===== src/source/riscv_pkg.sv =====
package riscv_pkg;

    // RV32I major opcodes, inst[6:0]
    typedef enum logic [6:0] {
        OPC_LUI    = 7'b0110111,
        OPC_AUIPC  = 7'b0010111,
        OPC_JAL    = 7'b1101111,
        OPC_JALR   = 7'b1100111,
        OPC_BRANCH = 7'b1100011,
        OPC_LOAD   = 7'b0000011,
        OPC_STORE  = 7'b0100011,
        OPC_OP_IMM = 7'b0010011,
        OPC_OP     = 7'b0110011,
        OPC_SYSTEM = 7'b1110011
    } opcode_e;

    typedef enum logic [3:0] {
        ALU_ADD,
        ALU_SUB,
        ALU_SLL,
        ALU_SLT,
        ALU_SLTU,
        ALU_XOR,
        ALU_SRL,
        ALU_SRA,
        ALU_OR,
        ALU_AND,
        ALU_PASS_B  // lui
    } alu_op_e;

    typedef enum logic [1:0] {
        WB_ALU,
        WB_MEM,
        WB_PC4
    } wb_sel_e;

    localparam logic [11:0] CSR_ADDR = 12'h51e;  // output csr (tohost)

    typedef struct packed {
        logic        valid;
        logic [31:0] pc;
        logic [31:0] pc4;
        logic [31:0] rs1_data;
        logic [31:0] rs2_data;
        logic [4:0]  rs1;
        logic [4:0]  rs2;
        logic [4:0]  rd;
        logic [31:0] imm;
        logic [2:0]  funct3;
        alu_op_e     alu_op;
        logic        a_sel_pc;
        logic        b_sel_imm;
        logic        is_branch;
        logic        is_jal;
        logic        is_jalr;
        logic        mem_we;
        logic        csr_we;
        logic        csr_imm;    // csrrwi, operand is the rs1 field
        wb_sel_e     wb_sel;
        logic        rf_we;
    } id_ex_t;

    typedef struct packed {
        logic        valid;
        logic [31:0] alu_result;
        logic [31:0] pc4;
        logic [4:0]  rd;
        logic        rf_we;
        wb_sel_e     wb_sel;
    } ex_wb_t;

    typedef struct packed {
        logic        taken;
        logic [31:0] target;
    } redirect_t;

    typedef struct packed {
        logic        we;
        logic [4:0]  rd;
        logic [31:0] data;
    } wb_t;

endpackage

===== src/source/reg_file.sv =====
`timescale 1ns/100ps

module reg_file (
    input  logic           clk,
    input  logic [4:0]     rs1_i,
    input  logic [4:0]     rs2_i,
    input  riscv_pkg::wb_t wb_i,
    output logic [31:0]    rs1_data_o,
    output logic [31:0]    rs2_data_o
);

    logic [31:0] regs [1:31];  // no storage for x0

    always_ff @(posedge clk) begin
        if (wb_i.we && wb_i.rd != 5'd0) begin
            regs[wb_i.rd] <= wb_i.data;
        end
    end

    // same-cycle write is bypassed to the readers
    assign rs1_data_o = (rs1_i == 5'd0) ? 32'd0 :
                        (wb_i.we && wb_i.rd == rs1_i) ? wb_i.data : regs[rs1_i];
    assign rs2_data_o = (rs2_i == 5'd0) ? 32'd0 :
                        (wb_i.we && wb_i.rd == rs2_i) ? wb_i.data : regs[rs2_i];

endmodule


===== config.mk =====
export PLATFORM = sky130hd
export DESIGN_NAME = reg_file
export DESIGN_NICKNAME = d
export VERILOG_FILES = /design/src/source/riscv_pkg.sv /design/src/source/reg_file.sv
export SDC_FILE = /design/constraint.sdc
export NUM_CORES = 1
export LEC_CHECK = 0
export BUFFER_PORTS_ARGS = -buffer_cell sky130_fd_sc_hd__buf_4
export CORE_MARGIN = 2
export CORE_UTILIZATION = 35
export CTS_CLUSTER_DIAMETER = 40
export DETAILED_ROUTE_END_ITERATION = 10
export PLACE_DENSITY = 0.48
export SYNTH_ARGS = -nofsm -noshare
export SYNTH_HDL_FRONTEND = slang
export SYNTH_SLANG_ARGS = --single-unit

===== constraint.sdc =====
create_clock -name clk -period 4.14 [get_ports clk]
set_input_delay 0.828 -clock clk [delete_from_list [all_inputs] [get_ports clk]]
set_output_delay 0.828 -clock clk [all_outputs]
set_load 0.02 [all_outputs]

==> results.yml <==
power_and_ir_drop:
  pwr-share-comb: 0.091
  internal_power_w: 0.02103
  finalPower_w: 0.02789
  power_switching_w: 0.006856
  pwr-share-clk: 0.506
  seq_power_share: 0.403
  powerDensity_nw_per_um2: 484.1
  p_leak_nw: 19.11
  peakVddDrop_mv: 0.4376
  switching_share: 0.2459
synthesis:
  synth_top_cell_area_share: 0.6311
  synth-async-reset-ratio: 0
  synth.cell_area_um2: 47200
  synthCells: 2759
  postSynthAreaPerCell_um2: 17.11
  synth_edf_count: 992
  synth_top_area_cell: "edfxtp_1"
  synth_cell_types: 51
  ys_ff_latch: 992
  synthTopCellsByArea: "edfxtp_1 (63%), mux4_2 (14%), mux2i_1 (5.8%), mux2_2 (1.9%), nand2_1 (1.2%)"
  ys.flop_type: "edfxtp_1"
  syn-num-nets: 2808
  synth-seq-area-share: 0.6311
  ys_warn_count: 0
routing:
  drt_iter0_drc: 3898
  vias: 31115
  ant_nets: 0
  routed_wl_um: 181300
  via_per_inst: 6.319
  drt_first_pass_iters: 6
  avgRoutedWirePerCell_um: 36.83
  drcViolationCount: 0
sta:
  rsz0062_at_grt: "no"
  setup_tns_ns: 0
  slew_viol_final: 0
  maxSlewHeadroom: 0.3699
  hold_ws_ns: 0.4563
  timing.final.ws_setup_ns: 0.03053
  fin_crit_sh: 0.9926
  setup_viol: 0
  clock.fmax_mhz: 243.3
  tightest_slew_ns: 0.9423
  fin_crit_ns: 4.109
  hold_viol_final: 0
min_path:
  hp-class: "input port to register"
floorplan:
  core-area_um2: 133600
  io_pins: 113
  start_util: 0.3532
  die_area_um2: 137800
  row_count: 134
  die_w_um: 371.2
  die_h_um: 371.2
placed_design:
  dp_worst_setup_slack_ns: 0.1488
  io_buffer_count: 112
  dp_hpwl_um: 106800
  place_congestion: 0.8273
cells_and_area:
  multi_input_area_um2: 16440
  largest_register: "regs"
  most-common-layout-cells: "edfxtp_1 (992), mux4_2 (303), mux2i_1 (272), buf_4 (263), clkbuf_16 (160)"
  top_regs: "regs (992)"
  largest_reg_flops: 992
  layout_commonest_cell: "edfxtp_1"
  seq_area_um2: 29790
  fin_nets: 3066
  n_fill_cell: 11672
  drive_gt1_frac: 0.3345
  syn2layout_area_growth_pct: 22.05
setup_path:
  crit_top_cell: "buf_4"
  worstPathArrival_ns: 3.28
  cpLargestDelayFamily: "compound AO/OA/AOI/OAI gates"
  cp-start-kind: "input port"
  required_ns: 3.31
  cp.buffers_inverters: 3
  end_kind: "output pin"
  path_cells: "buf_8 > buf_4 > mux4_2 > a311oi_1 > nor3_1 > a22o_1 > buf_4"
  cp_slowest_cell: "a311oi_1"
  slowest_delay_ns: 0.66
  crit_type: "input port to output pin"
  crit_fanout: 19
global_route:
  grt_start_max_net_pins: 59
  grtUsageMet3: 0.05805
  antenna_found_initial: 13
  grt_overflow: 0
  met2_usage: 0.4073
  use_met1: 0.3592
  grt_pass1_wl_um: 248800
  grt_busiest_layer: "met2"
  grt_pass1_vias: 31049
  track_usage: 0.2608
cts:
  cts_root_buffer: "clkbuf_16"
  clock_path_buffers: 3
  cts_buffers: 159
  htreeDepth: 4
  cts_tree: "built"
  postCtsSetupRepairBufs: 0
  ctsResizeCount: 0
  clk_pin_slew_ns: 0.05
  cts_sinks: 992
  cts-hold-fix-buffers: 0
outcome:
  outcome: "completed"
flow_run:
  max_cap_viol_count: 0
[Yosys cell counts, drive strengths merged, types with 6 or more instances]
cell	count
edfxtp	992
mux4	303
mux2i	272
nand2	154
buf	143
clkbuf	98
mux2	91
o22ai	77
nor2	73
a21oi	61
a211oi	58
o2111ai	37
a2111o	31
a22oi	31
a32o	31
o21ai	31
nor2b	30
o41ai	24
a22o	21
nor3	21
o211ai	21
a31oi	20
a2bb2oi	19
a32oi	19
a311oi	18
nand3	16
a221oi	13
a2111oi	12
nand3b	7
xnor2	6
[metal layers]
| layer | part of all wire | vias to the layer above |
|---|---|---|
| met3 | 0.088 | 350 |
| met2 | 0.46 | 1660 |
| met4 | 0.032 | 10 |
| met1 | 0.42 | 16802 |
| li1 | - | 12293 |
| met5 | 0.00029 | - |
[cells by family after synthesis]
| family | count (synthesis) | synth area share |
|---|---|---|
| buffers and inverters | 244 | 0.02728 |
| AOI/OAI and AO/OA | 527 | 0.08485 |
| muxes | 666 | 0.2249 |
| and+or+nand+nor | 320 | 0.02998 |
| DFF | 992 | 0.6311 |
| xor gates and xnor gates | 10 | 0.001855 |
[path summary, 6_finish.rpt]
kind	startpoint	endpoint	slack [ns]	cells past startpoint
max	rs1_i[0]	rs1_data_o[19]	0.03	7
min	wb_i[27]	regs[1][27]$_DFFE_PP_	0.46	1
[final cells by class]
type | instances | share of cell area
clock buffer | 173 | 0.07035
sequential | 992 | 0.5171
clock inverter | 122 | 0.02841
multi-input combinational | 1523 | 0.2854
inverter | 3 | 0.0001955
timing repair buffer | 338 | 0.05997
tap | 1768 | 0.03840
antenna | 5 | 0.0002172
[power groups by stage]
stage	combinational, W	sequential, W	clock, W
after floorplan	0.00135	0.0114	0
after global placement	0.00250	0.0114	0
after detailed placement	0.00252	0.0114	0
after CTS	0.00253	0.0112	0.0143
after global routing	0.00264	0.0112	0.0147
final	0.00254	0.0112	0.0141
[metrics by stage]
stage | area [um2] | util | cells
floorplan | 47200 | - | 2759
finish | 57610 | 0.4311 | 4924
detailed placement | 51910 | 0.3885 | 4624
global placement | 51910 | 0.3885 | 4624
CTS | 57600 | 0.4310 | 4919
global route | 57600 | 0.4310 | 4920
Note: power is estimated with default switching activity, not from simulation.
