$ cat src/source/riscv_pkg.sv
package riscv_pkg;

    // RV32I major opcodes, inst[6:0]
    typedef enum logic [6:0] {
        OPC_LUI    = 7'b0110111,
        OPC_AUIPC  = 7'b0010111,
        OPC_JAL    = 7'b1101111,
        OPC_JALR   = 7'b1100111,
        OPC_BRANCH = 7'b1100011,
        OPC_LOAD   = 7'b0000011,
        OPC_STORE  = 7'b0100011,
        OPC_OP_IMM = 7'b0010011,
        OPC_OP     = 7'b0110011,
        OPC_SYSTEM = 7'b1110011
    } opcode_e;

    typedef enum logic [3:0] {
        ALU_ADD,
        ALU_SUB,
        ALU_SLL,
        ALU_SLT,
        ALU_SLTU,
        ALU_XOR,
        ALU_SRL,
        ALU_SRA,
        ALU_OR,
        ALU_AND,
        ALU_PASS_B  // lui
    } alu_op_e;

    typedef enum logic [1:0] {
        WB_ALU,
        WB_MEM,
        WB_PC4
    } wb_sel_e;

    localparam logic [11:0] CSR_ADDR = 12'h51e;  // output csr (tohost)

    typedef struct packed {
        logic        valid;
        logic [31:0] pc;
        logic [31:0] pc4;
        logic [31:0] rs1_data;
        logic [31:0] rs2_data;
        logic [4:0]  rs1;
        logic [4:0]  rs2;
        logic [4:0]  rd;
        logic [31:0] imm;
        logic [2:0]  funct3;
        alu_op_e     alu_op;
        logic        a_sel_pc;
        logic        b_sel_imm;
        logic        is_branch;
        logic        is_jal;
        logic        is_jalr;
        logic        mem_we;
        logic        csr_we;
        logic        csr_imm;    // csrrwi, operand is the rs1 field
        wb_sel_e     wb_sel;
        logic        rf_we;
    } id_ex_t;

    typedef struct packed {
        logic        valid;
        logic [31:0] alu_result;
        logic [31:0] pc4;
        logic [4:0]  rd;
        logic        rf_we;
        wb_sel_e     wb_sel;
    } ex_wb_t;

    typedef struct packed {
        logic        taken;
        logic [31:0] target;
    } redirect_t;

    typedef struct packed {
        logic        we;
        logic [4:0]  rd;
        logic [31:0] data;
    } wb_t;

endpackage
$ cat src/source/decode_unit.sv
`timescale 1ns/100ps

module decode_unit (
    input  logic              clk,
    input  logic              rst_n_i,
    input  logic [31:0]       inst_i,
    input  logic [31:0]       pc_i,
    input  logic              inst_valid_i,
    input  logic              flush_i,
    input  logic [31:0]       rs1_data_i,
    input  logic [31:0]       rs2_data_i,
    output logic [4:0]        rs1_o,
    output logic [4:0]        rs2_o,
    output riscv_pkg::id_ex_t id_ex_o
);
    import riscv_pkg::*;

    opcode_e     opcode;
    logic [2:0]  funct3;
    logic [31:0] imm_i, imm_s, imm_b, imm_u, imm_j;
    alu_op_e     alu_op;
    id_ex_t      id_ex_d;
    id_ex_t      id_ex_q;

    assign opcode = opcode_e'(inst_i[6:0]);
    assign funct3 = inst_i[14:12];
    assign rs1_o  = inst_i[19:15];
    assign rs2_o  = inst_i[24:20];

    assign imm_i = {{20{inst_i[31]}}, inst_i[31:20]};
    assign imm_s = {{20{inst_i[31]}}, inst_i[31:25], inst_i[11:7]};
    assign imm_b = {{19{inst_i[31]}}, inst_i[31], inst_i[7], inst_i[30:25], inst_i[11:8], 1'b0};
    assign imm_u = {inst_i[31:12], 12'b0};
    assign imm_j = {{11{inst_i[31]}}, inst_i[31], inst_i[19:12], inst_i[20], inst_i[30:21], 1'b0};

    // bit 30 picks sub only for register ops, sra for both
    always_comb begin
        alu_op = ALU_ADD;
        if (opcode == OPC_OP || opcode == OPC_OP_IMM) begin
            case (funct3)
                3'b000:  alu_op = (opcode == OPC_OP && inst_i[30]) ? ALU_SUB : ALU_ADD;
                3'b001:  alu_op = ALU_SLL;
                3'b010:  alu_op = ALU_SLT;
                3'b011:  alu_op = ALU_SLTU;
                3'b100:  alu_op = ALU_XOR;
                3'b101:  alu_op = inst_i[30] ? ALU_SRA : ALU_SRL;
                3'b110:  alu_op = ALU_OR;
                default: alu_op = ALU_AND;
            endcase
        end else if (opcode == OPC_LUI) begin
            alu_op = ALU_PASS_B;
        end
    end

    always_comb begin
        id_ex_d           = '0;
        id_ex_d.valid     = inst_valid_i;
        id_ex_d.pc        = pc_i;
        id_ex_d.pc4       = pc_i + 32'd4;
        id_ex_d.rs1_data  = rs1_data_i;
        id_ex_d.rs2_data  = rs2_data_i;
        id_ex_d.rs1       = rs1_o;
        id_ex_d.rs2       = rs2_o;
        id_ex_d.rd        = inst_i[11:7];
        id_ex_d.funct3    = funct3;
        id_ex_d.alu_op    = alu_op;
        id_ex_d.imm       = imm_i;
        id_ex_d.wb_sel    = WB_ALU;
        id_ex_d.b_sel_imm = 1'b1;
        case (opcode)
            OPC_LUI: begin
                id_ex_d.imm   = imm_u;
                id_ex_d.rf_we = 1'b1;
            end
            OPC_AUIPC: begin
                id_ex_d.imm      = imm_u;
                id_ex_d.a_sel_pc = 1'b1;
                id_ex_d.rf_we    = 1'b1;
            end
            OPC_JAL: begin
                id_ex_d.imm    = imm_j;
                id_ex_d.is_jal = 1'b1;
                id_ex_d.wb_sel = WB_PC4;
                id_ex_d.rf_we  = 1'b1;
            end
            OPC_JALR: begin
                id_ex_d.is_jalr = 1'b1;
                id_ex_d.wb_sel  = WB_PC4;
                id_ex_d.rf_we   = 1'b1;
            end
            OPC_BRANCH: begin
                id_ex_d.imm       = imm_b;
                id_ex_d.is_branch = 1'b1;
                id_ex_d.b_sel_imm = 1'b0;
            end
            OPC_LOAD: begin
                id_ex_d.wb_sel = WB_MEM;  // lw only
                id_ex_d.rf_we  = 1'b1;
            end
            OPC_STORE: begin
                id_ex_d.imm    = imm_s;
                id_ex_d.mem_we = 1'b1;
            end
            OPC_OP_IMM: id_ex_d.rf_we = 1'b1;
            OPC_OP: begin
                id_ex_d.b_sel_imm = 1'b0;
                id_ex_d.rf_we     = 1'b1;
            end
            OPC_SYSTEM: begin
                // csrrw / csrrwi to the output csr, anything else is a nop
                if (funct3[1:0] == 2'b01 && inst_i[31:20] == CSR_ADDR) begin
                    id_ex_d.csr_we  = 1'b1;
                    id_ex_d.csr_imm = funct3[2];
                    id_ex_d.rf_we   = 1'b1;     // rd gets the old value
                end
            end
            default: ;
        endcase
        if (id_ex_d.rd == 5'd0) begin
            id_ex_d.rf_we = 1'b0;
        end
    end

    always_ff @(posedge clk) begin
        id_ex_q <= id_ex_d;
        if (!rst_n_i || flush_i) begin
            id_ex_q.valid <= 1'b0;  // bubble
        end
    end

    assign id_ex_o = id_ex_q;

endmodule

$ cat config.mk
export PLATFORM = sky130hd
export DESIGN_NAME = decode_unit
export DESIGN_NICKNAME = d
export VERILOG_FILES = /design/src/source/riscv_pkg.sv /design/src/source/decode_unit.sv
export SDC_FILE = /design/constraint.sdc
export NUM_CORES = 1
export LEC_CHECK = 0
export BUFFER_PORTS_ARGS = -buffer_cell sky130_fd_sc_hd__buf_2
export CAP_MARGIN = 0
export CORE_AREA = 2 2 130 132
export CTS_BUF_LIST = sky130_fd_sc_hd__clkbuf_4 sky130_fd_sc_hd__clkbuf_8 sky130_fd_sc_hd__clkbuf_16
export DETAILED_ROUTE_END_ITERATION = 12
export DIE_AREA = 0 0 132 134
export PLACE_DENSITY = 0.69
export SYNTH_ARGS = -nofsm -noshare
export SYNTH_HDL_FRONTEND = slang
export SYNTH_SLANG_ARGS = --single-unit
$ cat constraint.sdc
create_clock -name clk -period 1.8 [get_ports clk]
set_clock_uncertainty 0.15 [all_clocks]
set_input_delay 0.27 -clock clk [delete_from_list [all_inputs] [get_ports clk]]
set_output_delay 0.27 -clock clk [all_outputs]
set_load 0.02 [all_outputs]
==> results of run 1 <==
==> cells in the final DEF (no fill, tap or decap), drive strengths merged, types with 5 or more instances in the layout <==
master	Yosys	final
o21ai	6	6
clkinv	0	5
inv	5	13
nand3	17	17
buf	22	350
nor2	9	9
clkbuf	3	17
and2	5	5
and4	6	6
nand4	7	7
nand2	26	26
xnor2	16	16
nor2b	11	11
xor2	13	13
nor3	5	5
a21o	19	19
a21oi	5	5
dfxtp	192	192
and3	7	7
nor4	8	8
dlygate4sd3	0	126
==> logic make-up after synthesis <==
| kind of cell | after synthesis | share of synthesized area |
|---|---|---|
| AOI/OAI and AO/OA | 38 | 0.0501 |
| xor gates and xnor gates | 29 | 0.0478 |
| adders and majority gates | 1 | 0.00235 |
| buffers and inverters | 30 | 0.0337 |
| DFF | 192 | 0.723 |
| muxes | 2 | 0.00377 |
| and+or+nand+nor | 114 | 0.139 |
==> cell type report <==
cell class              count  area share
diodes                      2    0.000550
clock buffers              17      0.0467
clock inverters            15      0.0205
inverters                   5     0.00206
multi-input cells         184       0.143
flip-flops and latches    192       0.422
well taps                 220      0.0302
repair buffers            476       0.335
==> power groups by stage <==
stage                     combinational, mW  sequential (mW)  clock [mW]
after floorplan                       0.175             4.92           0
after global placement                0.942             4.61           0
after detailed placement              0.947             4.62           0
after CTS                              1.17             4.52        3.92
after global routing                   1.24             4.54        4.08
final                                  1.18             4.52        3.80
==> metrics by stage <==
stage | cell area, um^2 | utilization
floorplan | 5320 | -
global placement | 7220 | 0.443
detailed placement | 7220 | 0.443
CTS | 9090 | 0.558
global route | 9100 | 0.559
finish | 9100 | 0.559
==> path summary, 6_finish.rpt <==
| check | from | to | depth (start not counted) |
|---|---|---|---|
| setup / recovery | pc_i[6] | id_ex_o[149]$_DFF_P_ | 6 |
| hold / removal | inst_i[4] | id_ex_o[9]$_DFF_P_ | 3 |
==> per-layer routing <==
| metal | GRT usage | up-vias |
|---|---|---|
| li1 | - | 2303 |
| met1 | 0.205 | 2195 |
| met2 | 0.324 | 237 |
| met3 | 0.0612 | 39 |
| met4 | 0.0857 | 0 |
| met5 | 0 | - |
==> tightest hold or removal path: stages <==
cell and delay (ns):
buf_2 0.16, xor2_1 0.08, nand3_1 0.07
==> timing repair <==
action	4_1_cts	5_1_grt
endpoints found under the hold margin	176	0
hold buffers	126	0
resized for setup	0	2
setup endpoints to repair	0	2
==> reports/summary.txt, run 1 <==
max reg flops: 192
via/cell ratio: 4.30
total CTS buffers: 17
post-synth cell types: 47
Min Clock Period, post-route: 1.71 ns
Pleak: 4.42 nW
worst path cell trace: dlygate4sd3_1, buf_2, nand4_2, nor4_4, nand3_1, xnor2_1
Post-synth ARST share: 0
initial core utilization: 0.326
row count: 47
DR DRC count: 0
# setup viols final: 0
first-iteration detailed-routing DRC count: 157
setup ws final: 0.0925 ns
max-slew violations: 0
part of the cycle the worst path needs: 0.949
DR vias: 4,774
sw frac: 0.263
critical path startpoint category: primary input
Yosys warning total: 0
Syn Inst Count: 406
Max-Cap Viols: 0
Max Fclk: 586 MHz
Hold Slack: 0.0518 ns
RSZ-0062 raised after global routing: no
Worst Path Arrival: 1.87 ns
Post-synth top cells: dfxtp_1 (192), nand2_1 (26), a21o_1 (19)
Layout Cells excl Fill: 1,111
Max stage delay on crit path: 0.52 ns
Worst Path Buf+Inv: 2
Die Span X: 132 um
top-area cell type share of the netlist area: 0.723
syn_nets: 539
clock power share: 0.400
first-pass GRT wire length: 25,600 um
sequential cell area: 3840 um^2
RePlAce Congestion: 0.836
met3 wire len: 1250 um
Clock Path Buffers: 2
Die Footprint: 17,700 um^2
CTS tree: built
Layout area overhead: 71.2%
core footprint: 16,300 um^2
Antenna Violating Nets Remaining: 0
area of the multi-input gates: 1300 um^2
most common cell in the synthesized netlist: dfxtp_1
Worst EP required: 1.96 ns
gr usage total: 0.186
top_reg_cell synth: dfxtp_1
Layout Nets: 1,009
worst-case vdd ir drop: 638 uV
Pwr per Cell Area: 1040 nW/um^2
slowest CP cell: dlygate4sd3_1
relative slew slack: 0.681
Worst Path Class, Setup: in -> reg
buffers added on ports: 335
Met1 Routed Length: 6670 um
htree depth: 4
flops & latches, synth: 192
total power: 9.50 mW
Setup WS pre-CTS: 0.0168 ns
Worst Hold Class: in -> reg
dpl cells: 951
Post-CTS Setup Bufs: 0
setup TNS: 0 ns
Net Switching: 2.50 mW
DR WL/cell: 15.3 um
CTS clk-pin slew, worst paths: 0.07 ns
P_int: 7.00 mW
Worst-Margin Slew: 0.477 ns
uppermost layer routed: met4
clk sinks: 192
grt ovf: 0
boundary pin count: 336
Top Family by Delay on Critical Path: simple AND/OR/NAND/NOR gates
outcome: finished, final reports clean
WL met2: 8520 um
largest area contributor in the netlist: dfxtp_1
synthesized area per cell: 13.1 um^2
DRT Pass-1 Iters: 4
number of global-route vias before repair: 4,948
Combinational Power Share: 0.124
sequential share of power: 0.476
Fin. Hold Viols: 0
largest net degree at the start of global routing: 23
Worst Path Max Fanout: 7
CTS Root Cell: clkbuf_16
post-synth design cell area: 5320 um^2
EDFF count, synth: 0
Die H: 134 um
share of layout cells above drive strength 1: 0.450
Total Routed Length: 17,000 um
initial antenna violation count: 2
CP Capture Type: register
synth top area cells: dfxtp_1 (72%), a21o_1 (2.7%), xnor2_1 (2.6%)
fill count: 1,344
DP HPWL: 11,500 um
Seq/Total Area, Yosys: 0.723
Note: power is estimated with default switching activity, not from simulation.
==> inputs of run 2 (changes only) <==
- MAX_ROUTING_LAYER: unset -> met4
==> run 2 against run 1 <==
Against the previous run:
- total power is essentially flat
- fmax shrank 0.13%
- die area is the same
- cell count is the same
- critical path depth is the same
- combinational power is essentially flat
- global-route usage grew 0.55 points
- final area is the same
- critical endpoint unchanged
- largest power group unchanged
- highest routed layer unchanged
==> reports/summary.txt, run 2 (same netlist as run 1, synthesis figures left out) <==
CTS Root Cell: clkbuf_16
gr usage total: 0.191
initial antenna violation count: 2
DRT Pass-1 Iters: 4
Worst EP required: 1.96 ns
max reg flops: 192
Clock Path Buffers: 2
Max stage delay on crit path: 0.52 ns
largest net degree at the start of global routing: 23
commonest non-fill, non-tap cell in the layout: buf_2
Worst Path Max Fanout: 7
Fin. Hold Viols: 0
commonest non-fill, non-tap cells in the layout: buf_2 (335), dfxtp_1 (192), dlygate4sd3_1 (126), nand2_1 (26), a21o_1 (19)
htree depth: 4
worst path cell trace: dlygate4sd3_1, buf_2, nand4_2, nor4_4, nand3_1, xnor2_1
total CTS buffers: 17
setup ws final: 0.0903 ns
DR DRC count: 0
part of the cycle the worst path needs: 0.950
DR WL/cell: 15.2 um
Worst Hold Class: in -> reg
Max-Cap Viols: 0
first-pass GRT wire length: 25,600 um
Combinational Power Share: 0.124
Max Fclk: 585 MHz
RSZ-0062 raised after global routing: no
Worst Path Arrival: 1.87 ns
Die H: 134 um
row count: 47
setup TNS: 0 ns
sw frac: 0.263
clk sinks: 192
Die Footprint: 17,700 um^2
DP HPWL: 11,500 um
Die Span X: 132 um
buffers added on ports: 335
RePlAce Congestion: 0.849
slowest CP cell: dlygate4sd3_1
Pleak: 4.42 nW
fill count: 1,344
worst-case vdd ir drop: 643 uV
first-iteration detailed-routing DRC count: 151
clock power share: 0.401
CP Capture Type: register
Layout area overhead: 71.2%
dpl cells: 951
max-slew violations: 0
Post-CTS Setup Bufs: 0
Net Switching: 2.50 mW
CTS tree: built
core footprint: 16,300 um^2
relative slew slack: 0.691
boundary pin count: 336
via/cell ratio: 4.27
grt ovf: 0
Pwr per Cell Area: 1040 nW/um^2
P_int: 7.00 mW
initial core utilization: 0.326
share of layout cells above drive strength 1: 0.450
Total Routed Length: 16,900 um
# setup viols final: 0
Antenna Violating Nets Remaining: 0
Layout Cells excl Fill: 1,111
critical path startpoint category: primary input
sequential share of power: 0.476
Worst Path Class, Setup: in -> reg
DR vias: 4,745
Setup WS pre-CTS: 0.0168 ns
number of global-route vias before repair: 4,951
Worst-Margin Slew: 0.461 ns
Min Clock Period, post-route: 1.71 ns
Layout Nets: 1,009
outcome: finished, final reports clean
CTS clk-pin slew, worst paths: 0.07 ns
[run 2: cell counts in the layout (fill, tap and decap cells not counted)]
Identical to the previous run, type by type.
[run 2: metal layers]
metal / vias to the layer above / part of all wire / track usage
met3: 39 / 0.071 / 0.0544
met5: - / 0 / -
li1: 2297 / - / -
met1: 2175 / 0.40 / 0.209
met2: 234 / 0.50 / 0.323
met4: 0 / 0.032 / 0.0876
[run 2: per-stage QoR]
step / utilization / total power, mW / area [um^2] / hold WS, ns
after floorplan: - / 5.09 / 5320 / 0.148
after global placement: 0.443 / 5.55 / 7220 / 0.222
after detailed placement: 0.443 / 5.56 / 7220 / 0.224
after CTS: 0.558 / 9.61 / 9090 / 0.0278
after global routing: 0.559 / 9.87 / 9100 / 0.0456
final: 0.559 / 9.50 / 9100 / 0.0486
[run 2: power groups by stage]
stage                     sequential, mW  combinational [mW]  clock [mW]
final                               4.52                1.17        3.81
after global routing                4.54                1.24        4.08
after CTS                           4.52                1.17        3.92
after detailed placement            4.62               0.947           0
after global placement              4.61               0.942           0
after floorplan                     4.92               0.175           0
[run 2: layout make-up]
type | count | area (um^2) | share of cell area
Inverter | 5 | 18.8 | 0.00206
Clock buffer | 17 | 425 | 0.0467
Sequential cell | 192 | 3840 | 0.422
Tap cell | 220 | 275 | 0.0302
Multi-Input combinational cell | 184 | 1300 | 0.143
Antenna cell | 2 | 5.00 | 0.000550
Clock inverter | 15 | 186 | 0.0205
Timing Repair Buffer | 476 | 3050 | 0.335
[run 2: timing repair]
item,CTS,global route
hold buffers,126,0
hold endpoints to repair,176,0
endpoints found under the setup margin,0,2
gates resized for setup,0,2
[run 2: critical path, delay by kind of cell]
kind | cells | cell delay (ns)
simple gates | 3 | 0.75
buf+inv | 2 | 0.70
xor+xnor | 1 | 0.14
[run 2: path summary, 6_finish.rpt]
kind,startpoint,endpoint,slack (ns),depth (start not counted)
setup / recovery,pc_i[6],id_ex_o[149]$_DFF_P_,0.09,6
hold / removal,inst_i[4],id_ex_o[9]$_DFF_P_,0.05,3
